### src/hw/md_cart_pkg.sv
// Cartridge-wide types, header addresses and product codes, imported by every RTL block
package md_cart_pkg;

	// ========================================================================
	// Bus and memory widths
	// ========================================================================

	// One 16-bit word on the bus, in ROM and on download
	typedef logic [15:0] word_t;

	// One save RAM cell
	typedef logic [7:0] byte_t;

	// CPU word address, byte address bits 23..1
	typedef logic [22:0] bus_addr_t;

	// Download byte address
	typedef logic [24:0] dl_addr_t;

	// ROM word address before the memory drops the unused top bits
	typedef logic [23:0] rom_addr_t;

	// Mapper bank number, one 512 KB page
	typedef logic [5:0] bank_t;

	localparam int BANK_SLOTS = 8;

	// ========================================================================
	// Cartridge header
	// ========================================================================

	// Product code spans 0x183..0x18A, compared once 0x190 is written
	localparam dl_addr_t HDR_ID_FIRST = 25'h000182;
	localparam dl_addr_t HDR_ID_LAST  = 25'h00018a;
	localparam dl_addr_t HDR_EVAL     = 25'h000190;

	// Carts with known quirks
	localparam logic [63:0] ID_NORAM  = "T-113016";
	localparam logic [63:0] ID_SCHAN  = "T-68???-";
	localparam logic [63:0] ID_SRAM00 = " GM 0000";

	// Write-protect register inside the $A130xx window, address bits 7..1
	localparam logic [6:0] PROT_REG = 7'h78;

	// Save RAM clear sweep
	typedef enum logic [0:0] {
		IDLE,
		CLEAR
	} sweep_t;

endpackage

### src/hw/cart_result.sv
// Read result stage: picks ROM or save RAM data and raises the bus acknowledge
`timescale 1ns/1ps

module cart_result (
	input  logic               clk,
	input  logic               reset,
	input  logic               rd_start,
	input  logic               rd_sram,
	input  md_cart_pkg::word_t rom_data,
	input  md_cart_pkg::byte_t sram_data,
	output md_cart_pkg::word_t bus_rdata,
	output logic               bus_ack
);

	logic start_q;
	logic sram_q;

	// Flags line up with the memory read cycle
	always_ff @(posedge clk) begin
		if (reset) begin
			start_q <= 1'b0;
			sram_q  <= 1'b0;
		end else begin
			start_q <= rd_start;
			sram_q  <= rd_sram;
		end
	end

	// 8-bit RAM shows up on both byte lanes
	assign bus_rdata = sram_q ? {sram_data, sram_data} : rom_data;
	assign bus_ack   = start_q;

endmodule

### config.mk
export PLATFORM = sky130hd
export DESIGN_NAME = cart_result
export DESIGN_NICKNAME = d
export VERILOG_FILES = /design/src/hw/md_cart_pkg.sv /design/src/hw/cart_result.sv
export SDC_FILE = /design/constraint.sdc
export NUM_CORES = 1
export LEC_CHECK = 0
export ABC_AREA = 1
export BUFFER_PORTS_ARGS = -buffer_cell sky130_fd_sc_hd__buf_2
export CORE_AREA = 2 2 39 41
export CTS_CLUSTER_DIAMETER = 100
export DETAILED_ROUTE_END_ITERATION = 10
export DIE_AREA = 0 0 41 43
export PLACE_DENSITY_LB_ADDON = 0.2
export SLEW_MARGIN = 20
export SYNTH_ARGS = -nofsm -noshare
export SYNTH_HDL_FRONTEND = slang
export SYNTH_SLANG_ARGS = --single-unit
### constraint.sdc
create_clock -name clk -period 0.8 [get_ports clk]
set_input_delay 0.08 -clock clk [delete_from_list [all_inputs] [get_ports clk]]
set_output_delay 0.08 -clock clk [all_outputs]
set_load 0.02 [all_outputs]
[Yosys cells after proc, flatten, opt, wreduce, memory -nomap -nowiden]
Index checks and enable logic that the tools add are counted.
Storage, ports and cells
  bits in registers: 2
  output and inout port bits: 17
Operators by class
  multiplexer cells: 1
Operator list (number)
  $mux 16: 1

[Longest topological paths before layout]
  depth after elaboration: 1
  mapped depth: 5

[Least setup slack after synthesis]
OpenSTA, ideal clock, no wires.
  path type: register -> output
  start point: reg sram_q
  end point: out bus_rdata[10]
  data arrival time: 0.791 ns
  data required time: 0.720 ns
  path slack: -0.071 ns
  stages on the path, launching flop included: 6
  path buffers: 2
  path through: dfxtp_1 -> buf_6 -> inv_6 -> buf_12 -> nand2_1 -> nand2_1
On the way
  word-level cells in the longest chain between the ends: 1
RTL lines
  start, declared: RTL line cart_result.sv:16  | logic sram_q;
  start signal, assigned: RTL line cart_result.sv:25  | sram_q <= rd_sram;
  $mux 16: RTL line cart_result.sv:30  | assign bus_rdata = sram_q ? {sram_data, sram_data} : rom_data;
  end, declared: RTL line cart_result.sv:11  | output md_cart_pkg::word_t bus_rdata,
Every way passes these cells.

[Worst setup path after layout]
  start point: reg sram_q
  end point: out bus_rdata[1]
Same word-level chain as after synthesis.

==> results.ini <==
[synth]
synth_simple_gate_area_share_pct=66.0
ys_top_cells_by_area=nand2_1, dfxtp_1, nand2_2
syn_avg_cell_area_sq_um=5.26
synth_top_family_by_area=simple AND/OR/NAND/NOR gates
synthArstFlopShare_pct=0
synth_seq_area_share_pct=15.5
synth-compound-area-share_pct=0
synthMuxAreaShare_pct=0
ys.warnings.count=0
yosys.area.top_type=nand2_1
syn_inst=49
synth_area_sq_um=258
synth-seq-cells=2
synth_top_area_share_pct=51.0
synth_edf_count=0
synth_most_common_cell=nand2_1
synthAdderAreaFrac_pct=0
synthXorXnorAreaFrac_pct=0
syn_nets=77
synth_ff_type=dfxtp_1
synth_commonest_cells=nand2_1, nand2_2, dfxtp_1, inv_1, nor2_1
yosysUniqueCellTypes=8

[global_route]
antenna_found_initial=0
grt_overflow_total=0
grt_max_degree=9
grt_pass1_wl_mm=1.29
grt_pass1_vias=372
grt_usage_pct=10.5

[clocking]
clk_pin_slew_ps=30
clk_path_buf_depth=2
cts_made_buffers=3
clk_root_buffer_cell=clkbuf_4
clkSinkCount=2
htreeDepth=1
cts_tree=done

[critical_path]
crit_path_end_kind=output pin
crit_end=bus_rdata[1]
startpoint_type=flip-flop
crit_type=reg -> out
crit_fanout=8
required_ps=720
crit_arrival_ps=1020
cp-startpoint=sram_q$_SDFF_PP0_

[cells_and_area]
finish.net_count=127
area_growth_pct=225
finalInstanceArea_sq_um=838
antennaDiodeCount=0
drive_gt1_share_pct=92.8

[sta]
slew_violations=0
tns_ps=-4680
relSlewSlack_pct=92.2
fmax_mhz=910
tightestPinTransition_ps=116
finalCritPeriodShare_pct=137
rsz0062_at_grt=true
hold_viol_final=0
fin_crit_ps=1100
setup_viol=16
timing.final.ws_setup_ps=-299

[power]
ir_drop_mv=0.860
cellPowerDensity_nw_per_um2=1050
p_leak_nw=0.468

[floorplanning]
dieHeight_um=43
die_area_sq_um=1760
core_area_sq_um=1380
ioPinCount=45
fp-row-count=14
dieWidth_um=41
initial_core_util_pct=18.6

[placement]
dp_slack_ps=-169
place_hpwl_um=711
placed_cell_area_sq_um=569
numPortBuffers=44
gp_congestion=0.562

[drt]
drt_drc_violations_left=0
antenna_left=0
drt_iter0_drc=2
drt-total-wl_um=992
vias_per_cell=4.17
vias=471
first_pass_iters=2
routedWlPerCell_um=8.78

[status]
outcome=complete, but fails checks
violations=negative setup slack

[run]
drv_cap=0

[hold_path]
hold_path.class=in -> reg

## what timing repair did
item                                    4_1_cts  5_1_grt
cloned                                        1        0
pin swaps                                     0        1
gates resized for setup                      58       15
endpoints found under the setup margin       16       16
hold endpoints to repair                      0        0
setup buffers                                 0        0
hold buffers                                  0        0
## final cells by class
class / count / area [sq um]
Inverter: 3 / 27.5
Clock buffer: 3 / 22.5
Fill cell: 128 / 546
Multi-Input combinational cell: 42 / 363
Tap cell: 16 / 20.0
Timing Repair inverter: 1 / 16.3
Timing Repair Buffer: 46 / 348
Sequential cell: 2 / 41.3
## cells in the final DEF, fill, tap and decap left out, drive strengths merged
cell type	netlist	final
buf	2	46
clkbuf	0	3
dfxtp	2	2
inv	3	4
nand2	40	40
nor2	2	2
## critical path: stages, from the launching register on
cell,delay (ps)
dfxtp_2,340
buf_12,160
inv_12,60
nand2_1,50
nand2_1,50
buf_6,130
## layer usage
metal	vias up	routed length, um	global-route usage (%)
met1	200	271	9.27
met2	28	590	19.7
met3	0	130	5.24
met5	-	0	0
met4	0	0	2.00
li1	243	-	-
## registers in the layout, summed over array words and instances (netlist names)
name and cells:
bus_ack 1, sram_q 1
## how the worst min path moves through the flow
stage                     startpoint                  to  slack, ps  cells after the start
after floorplan                reset  bus_ack$_SDFF_PP0_        150                      1
after global placement         reset  bus_ack$_SDFF_PP0_        250                      2
after detailed placement       reset   sram_q$_SDFF_PP0_        260                      2
after CTS                      reset   sram_q$_SDFF_PP0_         10                      2
after global routing           reset   sram_q$_SDFF_PP0_         30                      2
final                          reset   sram_q$_SDFF_PP0_         20                      2
## cells by family (layout without fill, tap and decap cells)
group                  Yosys count  count (layout)
flip-flops                       2               2
AND/OR/NAND/NOR                 42              42
buffers and inverters            5              53
## power breakdown
part	switching, mW	internal (mW)
sequential	0.00300	0.107
clock	0.0541	0.165
combinational	0.281	0.268
## stage by stage
stage,power [mW],hold slack [ps],std cells,util [%]
2_1_floorplan,0.353,151,49,-
3_3_place_gp,0.478,252,109,41.1
3_5_place_dp,0.480,257,109,41.1
4_1_cts,0.862,13.0,113,57.4
5_1_grt,0.934,28.9,113,60.6
6_report,0.877,17.7,113,60.6
Power figures use the tool's default switching activity.
