`src/hw/md_cart_pkg.sv`:
```
// Cartridge-wide types, header addresses and product codes, imported by every RTL block
package md_cart_pkg;

	// ========================================================================
	// Bus and memory widths
	// ========================================================================

	// One 16-bit word on the bus, in ROM and on download
	typedef logic [15:0] word_t;

	// One save RAM cell
	typedef logic [7:0] byte_t;

	// CPU word address, byte address bits 23..1
	typedef logic [22:0] bus_addr_t;

	// Download byte address
	typedef logic [24:0] dl_addr_t;

	// ROM word address before the memory drops the unused top bits
	typedef logic [23:0] rom_addr_t;

	// Mapper bank number, one 512 KB page
	typedef logic [5:0] bank_t;

	localparam int BANK_SLOTS = 8;

	// ========================================================================
	// Cartridge header
	// ========================================================================

	// Product code spans 0x183..0x18A, compared once 0x190 is written
	localparam dl_addr_t HDR_ID_FIRST = 25'h000182;
	localparam dl_addr_t HDR_ID_LAST  = 25'h00018a;
	localparam dl_addr_t HDR_EVAL     = 25'h000190;

	// Carts with known quirks
	localparam logic [63:0] ID_NORAM  = "T-113016";
	localparam logic [63:0] ID_SCHAN  = "T-68???-";
	localparam logic [63:0] ID_SRAM00 = " GM 0000";

	// Write-protect register inside the $A130xx window, address bits 7..1
	localparam logic [6:0] PROT_REG = 7'h78;

	// Save RAM clear sweep
	typedef enum logic [0:0] {
		IDLE,
		CLEAR
	} sweep_t;

endpackage

```
`src/hw/cart_decode.sv`:
```
// Bus decode stage: catches read starts, latches the read address and raises selects
`timescale 1ns/1ps

module cart_decode (
	input  logic                   clk,
	input  logic                   reset,
	input  md_cart_pkg::bus_addr_t bus_addr,
	input  logic                   bus_oe,
	input  logic                   bus_lwr,
	input  logic                   bus_time,
	input  md_cart_pkg::rom_addr_t rom_size,
	input  logic                   big_rom,
	input  logic                   noram_quirk,
	input  logic                   schan_quirk,
	input  logic                   bank_sram,
	output logic                   rd_start,
	output logic                   rd_sram,
	output md_cart_pkg::bus_addr_t rd_addr,
	output logic                   sram_cs,
	output logic                   bank_wr,
	output logic                   sram_en_wr,
	output logic                   prot_wr
);
	import md_cart_pkg::*;

	logic oe_q;
	logic rd_go;
	logic sram_win;
	logic slot_sel;

	assign rd_go = bus_oe & ~oe_q;

	// $200000 window, either switched in or past the end of the image
	assign sram_win = (bus_addr[22:20] == 3'b001) &&
		(bank_sram || rom_addr_t'(bus_addr) >= rom_size) && !noram_quirk;
	assign sram_cs = sram_win & bus_lwr;

	// ========================================================================
	// $A130xx register strobes
	// ========================================================================

	// Slot 0 is the save RAM enable, slots 1..7 are banks
	assign slot_sel = |bus_addr[2:0];

	assign bank_wr    = bus_lwr & bus_time & big_rom & slot_sel;
	assign sram_en_wr = bus_lwr & bus_time & (big_rom ? !slot_sel : !schan_quirk);
	assign prot_wr    = schan_quirk & bus_time & bus_lwr & (bus_addr[6:0] == PROT_REG);

	always_ff @(posedge clk) begin
		if (reset) begin
			oe_q     <= 1'b0;
			rd_start <= 1'b0;
			rd_sram  <= 1'b0;
		end else begin
			oe_q     <= bus_oe;
			rd_start <= rd_go;
			rd_sram  <= rd_go & sram_win;
		end
	end

	always_ff @(posedge clk) begin
		if (rd_go)
			rd_addr <= bus_addr;
	end

	// Save RAM and mapper registers live in separate address spaces
	a_sram_vs_regs : assert property (@(posedge clk) disable iff (reset)
		sram_cs |-> !(bank_wr || sram_en_wr || prot_wr))
		else $error("save RAM write collides with a register strobe");

endmodule

```
`config.mk`:
```
export PLATFORM = sky130hd
export DESIGN_NAME = cart_decode
export DESIGN_NICKNAME = d
export VERILOG_FILES = /design/src/hw/md_cart_pkg.sv /design/src/hw/cart_decode.sv
export SDC_FILE = /design/constraint.sdc
export NUM_CORES = 1
export LEC_CHECK = 0
export BUFFER_PORTS_ARGS = -buffer_cell sky130_fd_sc_hd__buf_2
export CELL_PAD_IN_SITES_DETAIL_PLACEMENT = 2
export CELL_PAD_IN_SITES_GLOBAL_PLACEMENT = 2
export CORE_MARGIN = 2
export CORE_UTILIZATION = 25
export DETAILED_ROUTE_END_ITERATION = 10
export HOLD_SLACK_MARGIN = 0.03
export MAX_ROUTING_LAYER = met4
export PLACE_DENSITY_LB_ADDON = 0.1
export SYNTH_ARGS = -nofsm -noshare
export SYNTH_HDL_FRONTEND = slang
export SYNTH_SLANG_ARGS = --single-unit
```
`constraint.sdc`:
```
create_clock -name clk -period 2.7 [get_ports clk]
set_clock_uncertainty 0.15 [all_clocks]
set_input_delay 0 -clock clk [delete_from_list [all_inputs] [get_ports clk]]
set_output_delay 0 -clock clk [all_outputs]
set_load 0.02 [all_outputs]
```
# --- Word-level counts from Yosys, hierarchy flattened ---
# Cells that the tools add are included.
op_classes:
  order_cmp: 1
  eq_ne: 2
  n_mux: 1
  bitwise: 11
  reduce_logical: 7
ops:
  columns: ["op", "n"]
  rows:
  - ["23-bit by 24-bit greater-or-equal comparator with 1-bit output", 1]
  - ["1-bit bitwise AND", 10]
  - ["7-bit == test, second input constant", 1]
  - ["3-bit by 1-bit == test with 1-bit output, second input constant", 1]
  - ["1-bit logical NOT", 3]
  - ["3-bit OR reduction", 1]
  - ["1-bit logical AND", 2]
  - ["1-bit logical OR", 1]
  - ["1-bit two-way mux", 1]
  - ["1-bit NOT", 1]
word_totals:
  reg_bits: 26
  input_bits: 56
  out_inout_bits: 29
  word_cells: 26

# --- Longest topological paths before layout ---
logic_depth:
  ltp_word: 5
  mapped_depth: 7
  depth_no_buf: 7

# --- Worst setup path after synthesis ---
# OpenSTA, ideal clock, no wires.
synth_timing:
  path_type: "reg-to-reg"
  startpoint: "reg oe_q"
  endpoint: "reg rd_addr[0] (enable)"
  setup_time_ns: 0.405
  t_arrival_ns: 1.348
  t_required_ns: 2.145
  path_slack_ns: 0.797
  path_stages_with_launch: 2
  path_buffers: 0
  synth_period_minus_slack_ns: 1.903
  cell_sequence: "dfxtp_1 nor2b_1"
synth_between:
  elab_chain_cells: 2
synth_rtl:
  columns: ["element", "line_no", "source"]
  rows:
  - ["from (decl)", "cart_decode.sv:26", "logic oe_q;"]
  - ["from (signal assigned)", "cart_decode.sv:55", "oe_q <= bus_oe;"]
  - ["1-bit NOT", "cart_decode.sv:31", "assign rd_go = bus_oe & ~oe_q;"]
  - ["1-bit bitwise AND", "cart_decode.sv:31", null]
  - ["named net rd_go", "cart_decode.sv:27", "logic rd_go;"]
  - ["to (signal assigned)", "cart_decode.sv:63", "rd_addr <= bus_addr;"]
  - ["to (decl)", "cart_decode.sv:18", "output md_cart_pkg::bus_addr_t rd_addr,"]
# The timed path passes the listed nets, and every way through them passes these cells.
# A chain may end at the register's enable or synchronous reset.

# --- Worst setup path in the final report ---
layout_timing:
  startpoint: "in bus_addr[0]"
  endpoint: "reg rd_sram"
layout_between:
  elab_chain_cells: 5
layout_rtl:
  columns: ["element", "line_no", "source"]
  rows:
  - ["from (decl)", "cart_decode.sv:7", "input md_cart_pkg::bus_addr_t bus_addr,"]
  - ["23-bit by 24-bit greater-or-equal comparator with 1-bit output", "cart_decode.sv:35", "(bank_sram || rom_addr_t'(bus_addr) >= rom_size) && !noram_quirk;"]
  - ["1-bit logical OR", "cart_decode.sv:35", null]
  - ["1-bit logical AND", "cart_decode.sv:34", "assign sram_win = (bus_addr[22:20] == 3'b001) &&"]
  - ["1-bit logical AND", "cart_decode.sv:35", null]
  - ["1-bit bitwise AND", "cart_decode.sv:57", "rd_sram <= rd_go & sram_win;"]
  - ["to (signal assigned)", "cart_decode.sv:57", null]
  - ["to (decl)", "cart_decode.sv:17", "output logic rd_sram,"]
# No other way between the ends.

==> impl_metrics.json <==
{
  "outcome": "completed",
  "p_leak_nw": 1.144,
  "cts_tree": "yes",
  "cts_buffers": 3,
  "p_int_mw": 0.6750,
  "numPortBuffers": 84,
  "swShare": 0.2694,
  "critPathBufInv": 4,
  "pwr-share-seq": 0.505,
  "totalWireLength_um": 4687,
  "highest_layer": "met4",
  "cts.repair.resized": 0,
  "fin_crit_sh": 0.9481,
  "totalPowerFinal_mw": 0.9239,
  "synth_ff_type": "edfxtp_1",
  "gp_congestion": 0.7866,
  "yosysUniqueCellTypes": 30,
  "period_minus_slack_ns": 2.560,
  "drive_above_1_share": 0.3849,
  "grt_pass1_vias": 1570,
  "die_x_um": 80.16,
  "synth_top_area_frac": 0.4763,
  "pwr_density_cell_nw_per_um2": 404.2,
  "clk_latency_ns": 0.27,
  "r2r_start": "oe_q$_SDFF_PP0_",
  "hp-class": "input pin to register",
  "drt_first_pass_iters": 4,
  "grt_pass1_wl_um": 7265,
  "yosysMostFrequentCell": "inv_1",
  "viasPerCell": 4.434,
  "rsz0062_at_grt": "no",
  "wire_per_inst_um": 15.07,
  "synth.avg_cell_area_sq_um": 11.79,
  "tightest_slew_ns": 0.7118,
  "ys_top_cells_by_area": "edfxtp_1 48%, ha_1 20%, inv_1 6.5%",
  "clk_pin_slew_ns": 0.10,
  "fin_util": 0.4126,
  "min_to": "rd_addr[22]$_DFFE_PP_",
  "crit_path_top_delay_cell": "dlygate4sd3_1",
  "vias": 1379,
  "grt_start_max_net_pins": 15,
  "start_util": 0.2617,
  "p_switching_mw": 0.2489,
  "reg2reg_slack_ns": 1.04,
  "row_count": 27,
  "wirelength_met1_um": 1709,
  "r2r_end": "rd_addr[12]$_DFFE_PP_",
  "syn_area_sq_um": 1450,
  "clkPwrFrac": 0.253,
  "syn_inst": 123,
  "hold_depth": 2,
  "path_max_fanout": 3,
  "clockBufferDepth": 2,
  "async_flop_share": 0,
  "dpl.hpwl_um": 3718,
  "yosysSeqAreaShare": 0.5177,
  "cap_violations": 0,
  "tns_ns": 0,
  "fill_cells": 631,
  "cts_htree_levels": 1,
  "setup_viol": 0,
  "path_cells": "dlygate4sd3_1 -> buf_2 -> inv_1 -> ha_1 -> nand2b_4 -> a2111o_1 -> a32oi_1 -> nor3b_2 -> o31ai_1 -> dlygate4sd3_1",
  "diodes": 0,
  "path_class": "input pin to register",
  "hold_buffers": 27,
  "synth_seq_cells": 26,
  "core_sq_um": 5540,
  "maxSlewViolCount": 0,
  "pwr-share-comb": 0.241,
  "clkSinkCount": 26,
  "worst-r2r-cell-count": 2,
  "yosysTopAreaCell": "edfxtp_1",
  "worstSetupStartpointType": "input pin",
  "dpl-instance-area_sq_um": 1971,
  "irDropWorstVdd_mv": 0.1671,
  "synth_common_cells": "25 x inv_1, 23 x edfxtp_1, 23 x ha_1, 7 x a21oi_1",
  "antenna_found_initial": 0,
  "clockRootBuffer": "clkbuf_8",
  "nets": 319,
  "clock.fmax_mhz": 390.7,
  "finalHoldViolCount": 0,
  "gr-total-overflow": 0,
  "whs_ns": 0.1343,
  "track_usage": 0.1515,
  "maxSlewHeadroom": 0.5188,
  "wl_met2_um": 2744,
  "ant_nets": 0,
  "syn_to_final_growth_pct": 57.64,
  "cp.arrival_ns": 2.57,
  "hp-start": "bus_oe",
  "synthesis.nets": 202,
  "end_kind": "register",
  "yosys_warnings": 0,
  "die_h_um": 80.16,
  "cp_data_required_time_ns": 2.71,
  "critPathTopFamily": "buffers and inverters",
  "synth-edff-count": 23,
  "die_area_sq_um": 6426,
  "crit_path_max_incr_delay_ns": 0.55,
  "drtIter0Drc": 14,
  "pin_count": 85,
  "drc_errors": 0,
  "cts_setup_buffers": 0,
  "crit_top_cell": "dlygate4sd3_1",
  "wl_met3_um": 169,
  "design_area_sq_um": 2286
}
## power groups by stage
stage | clock network [mW] | registers (mW) | logic, mW
after floorplan | 0 | 0.503 | 0.0740
after global placement | 0 | 0.475 | 0.186
after detailed placement | 0 | 0.476 | 0.197
after CTS | 0.245 | 0.467 | 0.227
after global routing | 0.258 | 0.469 | 0.250
final | 0.234 | 0.467 | 0.223
## registers in the layout, summed over array words and instances (netlist names)
signal    flops
oe_q          1
rd_addr      23
rd_sram       1
rd_start      1
## layout by cell type, fill, tap and decap left out, drive strengths merged, types with 2 or more instances in the layout
master,count
clkbuf,4
nor2,2
a21oi,7
inv,25
o21ai,3
nand4,3
ha,23
o31ai,2
a21o,3
nand2,5
nor2b,3
dlygate4sd3,27
dfxtp,3
edfxtp,23
nand3,5
buf,85
## routing by layer
metal  global-route usage  vias up
li1                     -      675
met4              0.04237        0
met5                    -        -
met3              0.01348        4
met2               0.3108       43
met1               0.1488      657
## worst max-delay path by stage
| stage | start | end | slack [ns] | cells after the start |
|---|---|---|---|---|
| floorplan | oe_q$_SDFF_PP0_ | rd_addr[0]$_DFFE_PP_ | 0.80 | 1 |
| global placement | bus_addr[0] | sram_cs | 0.90 | 9 |
| detailed placement | bus_addr[15] | sram_cs | 0.84 | 8 |
| CTS | bus_addr[0] | rd_sram$_SDFF_PP0_ | 0.13 | 10 |
| global route | bus_addr[0] | rd_sram$_SDFF_PP0_ | 0.04 | 10 |
| finish | bus_addr[0] | rd_sram$_SDFF_PP0_ | 0.14 | 10 |
## layout make-up
type	instances	area (sq um)	area share
Sequential cell	26	750.7	0.3284
Timing Repair Buffer	112	698.2	0.3054
Multi-Input combinational cell	72	608.1	0.2660
Inverter	25	93.84	0.04105
Tap cell	72	90.09	0.03941
Clock buffer	4	45.04	0.01970
## through the flow
stage	instances	setup slack (ns)
finish	311	0.1402
global route	311	0.03663
CTS	311	0.1308
detailed placement	280	0.8395
global placement	280	0.8971
floorplan	123	0.7969
## cell families after synthesis
group	synth area share
AO/OA/AOI/OAI	0.09405
adder cells (fa/ha/maj)	0.1984
buffers and inverters	0.06471
flip-flops	0.5177
multiplexers	0.006903
AND/OR/NAND/NOR	0.1182
Power figures use the tool's default switching activity.
