## config.mk

```make
export PLATFORM = sky130hd
export DESIGN_NAME = bank_mapper
export DESIGN_NICKNAME = d
export VERILOG_FILES = /design/src/hw/md_cart_pkg.sv /design/src/hw/bank_mapper.sv
export SDC_FILE = /design/constraint.sdc
export NUM_CORES = 1
export LEC_CHECK = 0
export CAP_MARGIN = 0
export CORE_UTILIZATION = 57
export CTS_CLUSTER_DIAMETER = 80
export DETAILED_ROUTE_END_ITERATION = 10
export DONT_BUFFER_PORTS = 1
export GPL_TIMING_DRIVEN = 0
export MAX_ROUTING_LAYER = met4
export PLACE_DENSITY = 0.76
export SLEW_MARGIN = 20
export SYNTH_ARGS = -nofsm -noshare
export SYNTH_HDL_FRONTEND = slang
export SYNTH_SLANG_ARGS = --single-unit
```

## constraint.sdc

```tcl
create_clock -name clk -period 1.35 [get_ports clk]
set_clock_uncertainty 0.15 [all_clocks]
set_input_delay 0.2025 -clock clk [delete_from_list [all_inputs] [get_ports clk]]
set_output_delay 0.2025 -clock clk [all_outputs]
set_load 0.01 [all_outputs]
```

## src/hw/md_cart_pkg.sv

```systemverilog
// Cartridge-wide types, header addresses and product codes, imported by every RTL block
package md_cart_pkg;

	// ========================================================================
	// Bus and memory widths
	// ========================================================================

	// One 16-bit word on the bus, in ROM and on download
	typedef logic [15:0] word_t;

	// One save RAM cell
	typedef logic [7:0] byte_t;

	// CPU word address, byte address bits 23..1
	typedef logic [22:0] bus_addr_t;

	// Download byte address
	typedef logic [24:0] dl_addr_t;

	// ROM word address before the memory drops the unused top bits
	typedef logic [23:0] rom_addr_t;

	// Mapper bank number, one 512 KB page
	typedef logic [5:0] bank_t;

	localparam int BANK_SLOTS = 8;

	// ========================================================================
	// Cartridge header
	// ========================================================================

	// Product code spans 0x183..0x18A, compared once 0x190 is written
	localparam dl_addr_t HDR_ID_FIRST = 25'h000182;
	localparam dl_addr_t HDR_ID_LAST  = 25'h00018a;
	localparam dl_addr_t HDR_EVAL     = 25'h000190;

	// Carts with known quirks
	localparam logic [63:0] ID_NORAM  = "T-113016";
	localparam logic [63:0] ID_SCHAN  = "T-68???-";
	localparam logic [63:0] ID_SRAM00 = " GM 0000";

	// Write-protect register inside the $A130xx window, address bits 7..1
	localparam logic [6:0] PROT_REG = 7'h78;

	// Save RAM clear sweep
	typedef enum logic [0:0] {
		IDLE,
		CLEAR
	} sweep_t;

endpackage

```

## src/hw/bank_mapper.sv

```systemverilog
// Mapper stage holding the bank, save RAM enable and write-protect registers and forming ROM addresses
`timescale 1ns/1ps

module bank_mapper #(
	parameter int ROM_AW = 23
) (
	input  logic                   clk,
	input  logic                   reset,
	input  logic                   bank_wr,
	input  logic                   sram_en_wr,
	input  logic                   prot_wr,
	input  md_cart_pkg::bus_addr_t bus_addr,
	input  md_cart_pkg::word_t     bus_wdata,
	input  md_cart_pkg::bus_addr_t rd_addr,
	input  md_cart_pkg::rom_addr_t rom_mask,
	input  logic                   bus_lwr,
	input  logic                   bus_uwr,
	input  logic                   schan_quirk,
	output logic                   bank_sram,
	output md_cart_pkg::rom_addr_t rom_rd_addr,
	output logic                   cpu_wr_en,
	output md_cart_pkg::rom_addr_t cpu_wr_addr
);
	import md_cart_pkg::*;

	// Words the ROM memory can actually hold
	localparam rom_addr_t AW_MASK = rom_addr_t'((64'd1 << ROM_AW) - 64'd1);

	bank_t     bank [BANK_SLOTS];
	logic      bank_use;
	logic      rom_prot;
	rom_addr_t rd_map;
	rom_addr_t wr_map;

	// ========================================================================
	// Mapper registers
	// ========================================================================

	always_ff @(posedge clk) begin
		if (reset) begin
			for (int i = 0; i < BANK_SLOTS; i++)
				bank[i] <= bank_t'(i);
			bank_use  <= 1'b0;
			bank_sram <= 1'b0;
			rom_prot  <= 1'b1;
		end else begin
			if (bank_wr) begin
				bank_use <= 1'b1;
				bank[bus_addr[2:0]] <= bus_wdata[5:0];
			end
			if (sram_en_wr)
				bank_sram <= bus_wdata[0];
			if (prot_wr)
				rom_prot <= bus_wdata[0];
		end
	end

	// Slot picked by byte address bits 21..19 with the page offset kept
	always_comb begin
		if (bank_use) begin
			rd_map = {bank[rd_addr[20:18]], rd_addr[17:0]};
			wr_map = {bank[bus_addr[20:18]], bus_addr[17:0]};
		end else begin
			rd_map = rom_addr_t'(rd_addr);
			wr_map = rom_addr_t'(bus_addr);
		end
	end

	// Mirroring over the loaded image
	assign rom_rd_addr = rd_map & rom_mask & AW_MASK;
	assign cpu_wr_addr = wr_map & rom_mask & AW_MASK;

	// RAM-as-ROM cart is writable below $400000 once unprotected
	assign cpu_wr_en = schan_quirk & (bus_lwr | bus_uwr) &
		(bus_addr[22:21] == 2'b00) & ~rom_prot;

endmodule

```

* Word level (Yosys, flattened, before mapping) *
Memory sizes are Yosys's and may differ from the RTL's.
Cells that the tools add are included.

operators by class
  multiplexer cells = 10
  bitwise gates (word level) = 7
  reductions and logical operators = 2

operator list
  operator            number
  AND 23 bit          2
  two-way mux 23 bit  2
  two-way mux 1 bit   6
  two-way mux 6 bit   1
  OR reduction 6 bit  1
  AND 1 bit           3
  two-way mux 3 bit   1
  logical NOT 2 bit   1
  inverter 1 bit      1
  bitwise OR 1 bit    1

storage, ports and cells
  register bits after elaboration = 3
  memory bits (writable) = 48
  output and inout port bits = 50
  memories kept = 1

memories
  name  words  bits a word  read ports  clocked after memory_dff  wr ports  line               text
  bank  8      6            2           0                         8         bank_mapper.sv:29  bank_t bank [BANK_SLOTS];

* Longest topological paths before layout *
Gate-level depths: netlist of run 1.

  depth in word-level cells = 5
  depth in mapped cells = 4
  mapped depth without buffers = 3

* Worst setup path after synthesis of run 1 *
Ideal clock, no wire load.

  path type = reg-to-output
  from = register bank_use
  to = output port cpu_wr_addr[18]
  data arrival time = 1.088 ns
  slack = -0.091 ns
  cell stages (with the launch flop) = 5
  cells stage by stage = dfxtp_1 -> buf_2 -> and2_1 -> a221oi_1 -> a211oi_1

on the way
  longest elaborated chain between the ends = 2

ends and longest elaborated chain
  element                 line               text
  from (decl)             bank_mapper.sv:30  logic bank_use;
  from (signal assigned)  bank_mapper.sv:43  bank_use <= 1'b0;
  from (signal assigned)  bank_mapper.sv:48  bank_use <= 1'b1;
  two-way mux 23 bit      bank_mapper.sv:60  if (bank_use) begin
  AND 23 bit              bank_mapper.sv:71  assign cpu_wr_addr = wr_map & rom_mask & AW_MASK;
  to (decl)               bank_mapper.sv:22  output md_cart_pkg::rom_addr_t cpu_wr_addr

Every way passes these cells.

==> results.toml, run 1 <==
[run_status]
status = "finished, violations left"
violations = "negative hold slack, negative setup slack"

[placed_design]
place_hpwl_um = 5580
gp_congestion = 0.995
port_buffers = 0

[global_routing]
grt_pass1_vias = 2032
grt_max_degree = 15
grt_pass1_wl_um = 10800
grt_overflow = 0
grt_usage_pct = 30.8
antenna_found_initial = 0

[routing]
num_vias = 2010
initialDrtViolationCount = 178
avgRoutedWirePerCell_um = 24.7
drc = 0
ant_nets = 0
dr.pass1.iters = 4
routed_via_density = 6.74
finalWirelength_um = 7370

[floorplan]
core_um2 = 4410
rows = 24
die_x_um = 70.4
ios = 144
dieArea_um2 = 4960
start_util_pct = 60.5
fp.dieH_um = 70.4

[sta]
period_minus_slack_ps = 1850
max_freq_mhz = 542
setup_violations = 11
rsz0062_at_grt = "yes"
setup_slack_ps = -496
min_period_over_period_pct = 137
worst_pin_slew_ps = 511
slew_viol_final = 0
relSlewSlack_pct = 66.0
whs_ps = -50.3
finalHoldViolCount = 1

[power]
p_leak_nw = 1.15
ir_drop_uv = 718
powerDensity_nw_per_um2 = 1040
finalPower_mw = 3.36

[synthesis]
synth_warnings = 0
synth_top_area_share_pct = 45.0
synth_cell_types = 30
yosysTopAreaCell = "edfxtp_1"
syn_area_per_cell_um2 = 11.8
synth_seq_area_share_pct = 47.3
synth_area_leaders = "edfxtp_1 45%, and2_1 15%, mux4_2 10%"
netlist_area_um2 = 2670
netlist_instances = 227
ys_ff_latch = 43

[worst_setup_path]
worstPathMaxFanout = 2
cp_slowest_cell = "mux4_2"
crit_path_end_kind = "output pin"
arrival_ps = 1490
crit_required_ps = 1000
start_kind = "flop"
worstSetupPathType = "flop to output pin"
crit_chain = "mux4_2 -> o21ai_2 -> a21boi_2"
slowest_delay_ps = 500
cp_top_family = "multiplexers"
worst-path-buf-inv = 0

[clock_network]
clk_latency_ps = 290
clock-sinks = 43
cts_tree = "built"
cts_root_buf = "clkbuf_8"
clock_path_buffers = 2
h-tree-depth = 2
cts_hold_buffers = 9
numCtsBuffers = 5
cts.clk_slew.worst_paths_ps = 90

[flow_run]
drv_cap = 0

[finish]
antenna_cells = 0
nNetsFinal = 339
fill_cells = 270
drive_above_1_share_pct = 37.0
syn2layout_area_growth_pct = 21.6

[hold_path]
hold_path.class = "primary input to flop"
==> cells in the mapped netlist (all sizes together) <==
cell	count
a211o	1
a211oi	4
a21boi	2
a221oi	4
and2	66
buf	7
clkbuf	2
conb	1
dfxtp	3
edfxtp	40
inv	3
mux2	16
mux2i	1
mux4	12
nand2	5
nand2b	4
nand3b	1
nor2	13
nor2b	3
nor4	2
nor4b	1
o21a	1
o21ai	6
o22ai	8
or2	8
or3	11
or3b	2
==> per-layer routing <==
layer	GRT usage [%]	vias to the layer above	share of wire (%)	wire (µm)
met5	-	-	0	0
met4	12.7	0	3.3	242
met3	7.22	20	8.7	640
met2	51.9	154	53	3870
met1	35.3	965	35	2620
li1	-	871	-	-
==> cell type report <==
cell class,instances,area [µm²],share of cell area (%)
buffer,9,76.3,2.35
clock buffer,5,68.8,2.12
clock inverter,3,67.6,2.08
inverter,3,11.3,0.347
multi-input combinational,173,1580,48.8
sequential,43,1260,39.0
tap,52,65.1,2.01
timing repair buffer,10,108,3.32
==> cells in the final DEF (no fill, tap or decap), types with 3 or more instances in the layout <==
cell             n
dlygate4sd3_1    5
edfxtp_1        40
or2_2            3
a211oi_2         4
buf_4            4
nand2b_1         4
o22ai_2          6
inv_1            3
mux4_2          12
and2_1          64
dlymetal6s4s_1   4
nor2_1           5
mux2_2           9
or2_4            5
mux2_4           7
or3_1           11
clkbuf_8         5
nand2_1          3
nor2_2           7
o21ai_0          4
==> where the power goes <==
part | internal [mW] | switching, mW
combinational | 0.280 | 0.296
sequential | 1.54 | 0.0539
clock | 0.738 | 0.454
==> logic make-up (layout without fill, tap and decap cells) <==
kind of cell / after synthesis / after routing / share of synthesized area (%)
AND/OR/NAND/NOR: 116 / 116 / 26.1
flip-flops: 43 / 43 / 47.3
multiplexers: 29 / 29 / 17.3
AO/OA/AOI/OAI: 26 / 26 / 6.61
buffers and inverters: 12 / 30 / 2.67
other: 1 / 2 / 0.141
==> sequential cells by signal, indices dropped and copies added (netlist names) <==
signal / cells
bank: 40
rom_prot: 1
bank_use: 1
bank_sram: 1
==> final timing paths <==
kind / from / end / slack (ps) / cells after the start
setup / recovery: bank[6][2] / rom_rd_addr[20] / -500 / 3
hold reg to reg: bank_sram / bank_sram / 420 / 2
setup reg to reg: rom_prot / rom_prot / 400 / 2
hold / removal: bus_addr[1] / bank[4][2] / -50 / 2
==> stage by stage <==
| stage | TNS [ps] | worst slack, ps | instance area [µm²] | cells | util (%) |
|---|---|---|---|---|---|
| after CTS | -7390 | -490 | 3180 | 297 | 71.9 |
| after detailed placement | -6940 | -377 | 2820 | 280 | 63.9 |
| after global placement | -5680 | -321 | 2820 | 280 | 63.9 |
| final | -4450 | -496 | 3240 | 298 | 73.5 |
| after floorplan | -523 | -38.7 | 2760 | 228 | - |
| after global routing | -4860 | -527 | 3240 | 298 | 73.5 |
==> repair_timing <==
item,4_1_cts,5_1_grt
setup buffers,0,1
hold endpoints to repair,43,1
resized for setup,32,12
pin swaps,8,4
endpoints found under the setup margin,16,32
(Power assumes the default switching activity.)
==> run 2, diff against run 1 <==
--- a/config.mk
+++ b/config.mk
@@ -6,13 +6,15 @@
 export NUM_CORES = 1
 export LEC_CHECK = 0
 export CAP_MARGIN = 0
-export CORE_UTILIZATION = 57
+export CORE_UTILIZATION = 46
+export CTS_BUF_LIST = sky130_fd_sc_hd__clkbuf_4 sky130_fd_sc_hd__clkbuf_8
 export CTS_CLUSTER_DIAMETER = 80
 export DETAILED_ROUTE_END_ITERATION = 10
 export DONT_BUFFER_PORTS = 1
 export GPL_TIMING_DRIVEN = 0
+export HOLD_SLACK_MARGIN = 0.05
 export MAX_ROUTING_LAYER = met4
-export PLACE_DENSITY = 0.76
+export PLACE_DENSITY = 0.64
 export SLEW_MARGIN = 20
 export SYNTH_ARGS = -nofsm -noshare
 export SYNTH_HDL_FRONTEND = slang
==> results.toml, run 2 (synthesized netlist as in run 1, its figures left out) <==
[hold_path]
hold_end = "bank[4][2]"
hold_path.class = "primary input to flop"
min_from = "bus_addr[1]"
hold_depth = 2

[placed_design]
dpl-instance-area_um2 = 2850
port_buffers = 0
dp_slack_ps = -368
gp_congestion = 0.874
place_hpwl_um = 4600

[global_routing]
gr-usage-met1_pct = 27.7
grt_overflow = 0
top_usage_layer = "met2"
grt_usage_pct = 22.0
grt_pass1_wl_um = 9340
use_met3_pct = 4.53
antenna_found_initial = 0
use_met2_pct = 35.6
grt_pass1_vias = 1819
grt_max_degree = 14

[clock_network]
cts_tree = "built"
h-tree-depth = 2
clock_path_buffers = 2
cts_root_buf = "clkbuf_8"
cts_setup_buffers = 0
clock-sinks = 43
clk_latency_ps = 290
numCtsBuffers = 5
cts.clk_slew.worst_paths_ps = 80

[worst_setup_path]
worst-path-buf-inv = 0
worstPathMaxFanout = 2
ff2ff_path_depth = 2
arrival_ps = 1480
start_kind = "flop"
cp_slowest_cell = "mux4_2"
cp_num_cells = 3
crit_path_end_kind = "output pin"
crit_chain = "mux4_2 -> o22ai_4 -> nor2_2"
r2r_end = "rom_prot"
crit_required_ps = 1000
cp_top_family = "multiplexers"
r2r_start = "rom_prot"
worstSetupPathType = "flop to output pin"
slowest_delay_ps = 520
reg2reg_slack_ps = 380

[routing]
initialDrtViolationCount = 156
ant_nets = 0
dr.pass1.iters = 4
avgRoutedWirePerCell_um = 20.1
drc = 0
num_vias = 1888
routed_via_density = 5.96
finalWirelength_um = 6380

[finish]
final_cell_mix = "64 x and2_1, 40 x edfxtp_1, 12 x mux4_2"
design_area_um2 = 3240
syn2layout_area_growth_pct = 21.3
fill_cells = 452
multi_input_area_um2 = 1590
antenna_cells = 0
final_common_cell = "and2_1"
largest_reg_flops = 40
regArea_um2 = 1270
nNetsFinal = 338
top_register = "bank"
drive_above_1_share_pct = 37.1

[floorplan]
rows = 27
core_um2 = 5540
die_x_um = 78.2
ios = 144
start_util_pct = 48.2
dieArea_um2 = 6110
fp.dieH_um = 78.2

[run_status]
status = "finished, violations left"
violations = "negative hold slack, negative setup slack"

[sta]
max_freq_mhz = 545
setup_slack_ps = -484
finalHoldViolCount = 1
finalSetupTns_ps = -6070
period_minus_slack_ps = 1830
min_period_over_period_pct = 136
rsz0062_at_grt = "yes"
whs_ps = -31.5
slew_viol_final = 0
setup_violations = 21
relSlewSlack_pct = 64.8
worst_pin_slew_ps = 529

[power]
ir_drop_uv = 487
p_leak_nw = 1.13
finalPower_mw = 3.14
powerDensity_nw_per_um2 = 969

[flow_run]
drv_cap = 0
run 2: how the worst max path moves through the flow:
stage / startpoint / endpoint / slack [ps]
after detailed placement: bus_addr[2] / bank[0][2] / -370
final: bank[6][4] / rom_rd_addr[22] / -480
after global placement: bus_addr[2] / bank[0][4] / -390
after floorplan: bank[3][3] / cpu_wr_addr[21] / -40
after global routing: bank[6][4] / rom_rd_addr[22] / -520
after CTS: bank[3][3] / rom_rd_addr[21] / -470
run 2: layer usage:
metal / vias up / part of all wire, %
met2: 112 / 49
met1: 901 / 42
li1: 868 / -
met4: 0 / 1.4
met5: - / 0
met3: 7 / 8.4
run 2: timing repair:
item | in CTS | in global routing
cloned | 0 | 0
setup endpoints to repair | 16 | 27
resized for setup | 30 | 14
hold endpoints to repair | 43 | 2
hold buffers | 7 | 2
pin swaps | 7 | 3
run 2: final cells by class:
class | count | share of cell area, %
well taps | 72 | 2.78
clock inverters | 3 | 1.20
clock buffers | 5 | 2.13
repair buffers | 9 | 3.01
inverters | 3 | 0.348
multi-input cells | 173 | 49.1
plain buffers | 9 | 2.36
flip-flops and latches | 43 | 39.1
run 2: report_power, final:
group / leakage [nW] / internal (mW) / switching [mW] / total, mW
combinational: 0.659 / 0.279 / 0.292 / 0.570
clock: 0.0556 / 0.542 / 0.434 / 0.976
sequential: 0.414 / 1.54 / 0.0530 / 1.59
total: 1.13 / 2.36 / 0.779 / 3.14
run 2: through the flow:
step	instances	hold slack [ps]	util (%)
2_1_floorplan	228	151	-
3_3_place_gp	300	154	51.4
3_5_place_dp	300	159	51.4
4_1_cts	315	-146	56.7
5_1_grt	317	-31.4	58.4
6_report	317	-31.5	58.4
run 2: worst reg2reg max path, delay by kind of cell (launching register included):
family,cells,cell delay [ps]
flops,1,370
compound gates,1,220
simple gates,1,130
==> run 3, diff against run 2 <==
--- a/config.mk
+++ b/config.mk
@@ -6,7 +6,8 @@
 export NUM_CORES = 1
 export LEC_CHECK = 0
 export CAP_MARGIN = 0
-export CORE_UTILIZATION = 46
+export CORE_ASPECT_RATIO = 1.1
+export CORE_UTILIZATION = 40
 export CTS_BUF_LIST = sky130_fd_sc_hd__clkbuf_4 sky130_fd_sc_hd__clkbuf_8
 export CTS_CLUSTER_DIAMETER = 80
 export DETAILED_ROUTE_END_ITERATION = 10
@@ -14,8 +15,7 @@
 export GPL_TIMING_DRIVEN = 0
 export HOLD_SLACK_MARGIN = 0.05
 export MAX_ROUTING_LAYER = met4
-export PLACE_DENSITY = 0.64
-export SLEW_MARGIN = 20
+export PLACE_DENSITY = 0.57
 export SYNTH_ARGS = -nofsm -noshare
 export SYNTH_HDL_FRONTEND = slang
 export SYNTH_SLANG_ARGS = --single-unit
==> results.toml, run 3 (synthesized netlist as in run 1, its figures left out) <==
[worst_setup_path]
crit_required_ps = 1000
cp-startpoint = "bank[3][3]"
crit_path_end_kind = "output pin"
reg2reg_slack_ps = 410
worstSetupPathType = "flop to output pin"
worstPathMaxFanout = 2
cp-endpoint = "rom_rd_addr[21]"
r2r_end = "rom_prot"
ff2ff_path_depth = 2
arrival_ps = 1480
r2r_start = "rom_prot"
start_kind = "flop"

[finish]
drive_above_1_share_pct = 38.1
nNetsFinal = 342
top_register = "bank"
utilization_pct = 51.1
syn2layout_area_growth_pct = 20.8
design_area_um2 = 3220
final_cell_mix = "64 x and2_1, 40 x edfxtp_1, 12 x mux4_2, 12 x mux2_2, 11 x or3_1"
final_cells = 327
final_common_cell = "and2_1"
largest_reg_flops = 40
antenna_cells = 0

[sta]
worst_pin_slew_ps = 552
setup_slack_ps = -478
relSlewSlack_pct = 63.2
rsz0062_at_grt = "yes"
finalSetupTns_ps = -4240
slew_viol_final = 0
min_period_over_period_pct = 135
period_minus_slack_ps = 1830
max_freq_mhz = 547
whs_ps = -33.2
finalHoldViolCount = 1
setup_violations = 11

[routing]
ant_nets = 0
finalWirelength_um = 6540
routed_via_density = 5.82
dr.pass1.iters = 4
drc = 0
avgRoutedWirePerCell_um = 20.0
initialDrtViolationCount = 106
num_vias = 1904

[clock_network]
cts_root_buf = "clkbuf_8"
clock-sinks = 43
numCtsBuffers = 5
cts_hold_buffers = 9
cts_tree = "built"
clock_path_buffers = 2
h-tree-depth = 2
clk_latency_ps = 280
cts.clk_slew.worst_paths_ps = 80

[floorplan]
fp.dieH_um = 87.7
core_um2 = 6310
die_x_um = 79.9
start_util_pct = 42.3
ios = 144
dieArea_um2 = 7000
rows = 30

[placed_design]
placed_cells = 308
port_buffers = 0
dpl-instance-area_um2 = 2860
place_hpwl_um = 4860
gp_congestion = 0.887

[power]
p_leak_nw = 1.13
powerDensity_nw_per_um2 = 911
ir_drop_uv = 418

[global_routing]
grt_max_degree = 12
grt_overflow = 0
grt_usage_pct = 19.9
antenna_found_initial = 0
grt_pass1_wl_um = 9680
grt_pass1_vias = 1798

[hold_path]
hold_path.class = "primary input to flop"

[run_status]
violations = "negative hold slack, negative setup slack"
status = "finished, violations left"

[flow_run]
drv_cap = 0
run 3: cell types whose count changed in the layout (fill, tap and decap cells not counted), sizes merged:
cell and change:
buf +4, bufinv -1, clkbuf +1, clkinv -2, dlygate4sd3 -1, dlymetal6s4s +1
run 3: critical path: stages (launching register included):
cell	delay [ps]
edfxtp_1	400
mux4_2	510
o22ai_2	200
nor2_2	70
run 3: final cells by class:
class,instances,area [µm²]
Buffer,9,76.3
Clock buffer,6,76.3
Fill cell,582,3080
Inverter,3,11.3
Multi-Input combinational cell,173,1570
Sequential cell,43,1260
Tap cell,80,100
Timing Repair Buffer,13,130
run 3: worst min path at each step:
| stage | start | to | slack (ps) | cells after the start |
|---|---|---|---|---|
| global route | bus_addr[1] | bank[4][2] | -40 | 2 |
| CTS | bus_addr[1] | bank[4][2] | 3 | 2 |
| finish | bus_addr[1] | bank[4][2] | -30 | 2 |
| detailed placement | reset | rom_prot | 160 | 1 |
| floorplan | reset | rom_prot | 150 | 1 |
| global placement | reset | rom_prot | 160 | 1 |
run 3: power breakdown:
group | total, mW | switching, mW | internal [mW]
clock network | 0.776 | 0.411 | 0.365
registers | 1.59 | 0.0506 | 1.54
logic | 0.568 | 0.293 | 0.275
run 3: timing repair:
action / 4_1_cts / 5_1_grt
resized for setup: 25 / 16
buffers inserted: 0 / 4
pin swaps: 8 / 3
setup endpoints to repair: 16 / 37
hold endpoints to repair: 43 / 1
run 3: stage by stage:
stage / power, mW / setup slack (ps)
after floorplan: 1.98 / -38.7
after global placement: 2.07 / -476
after detailed placement: 2.08 / -452
after CTS: 2.92 / -491
after global routing: 3.06 / -530
final: 2.94 / -478
run 3: layer usage:
metal | wire length, µm | share of wire [%] | global-route usage, % | vias up
li1 | - | - | - | 873
met4 | 89 | 1.4 | 5.68 | 0
met2 | 3160 | 48 | 32.2 | 95
met1 | 2950 | 45 | 26.0 | 928
met5 | 0 | 0 | - | -
met3 | 335 | 5.1 | 3.13 | 8
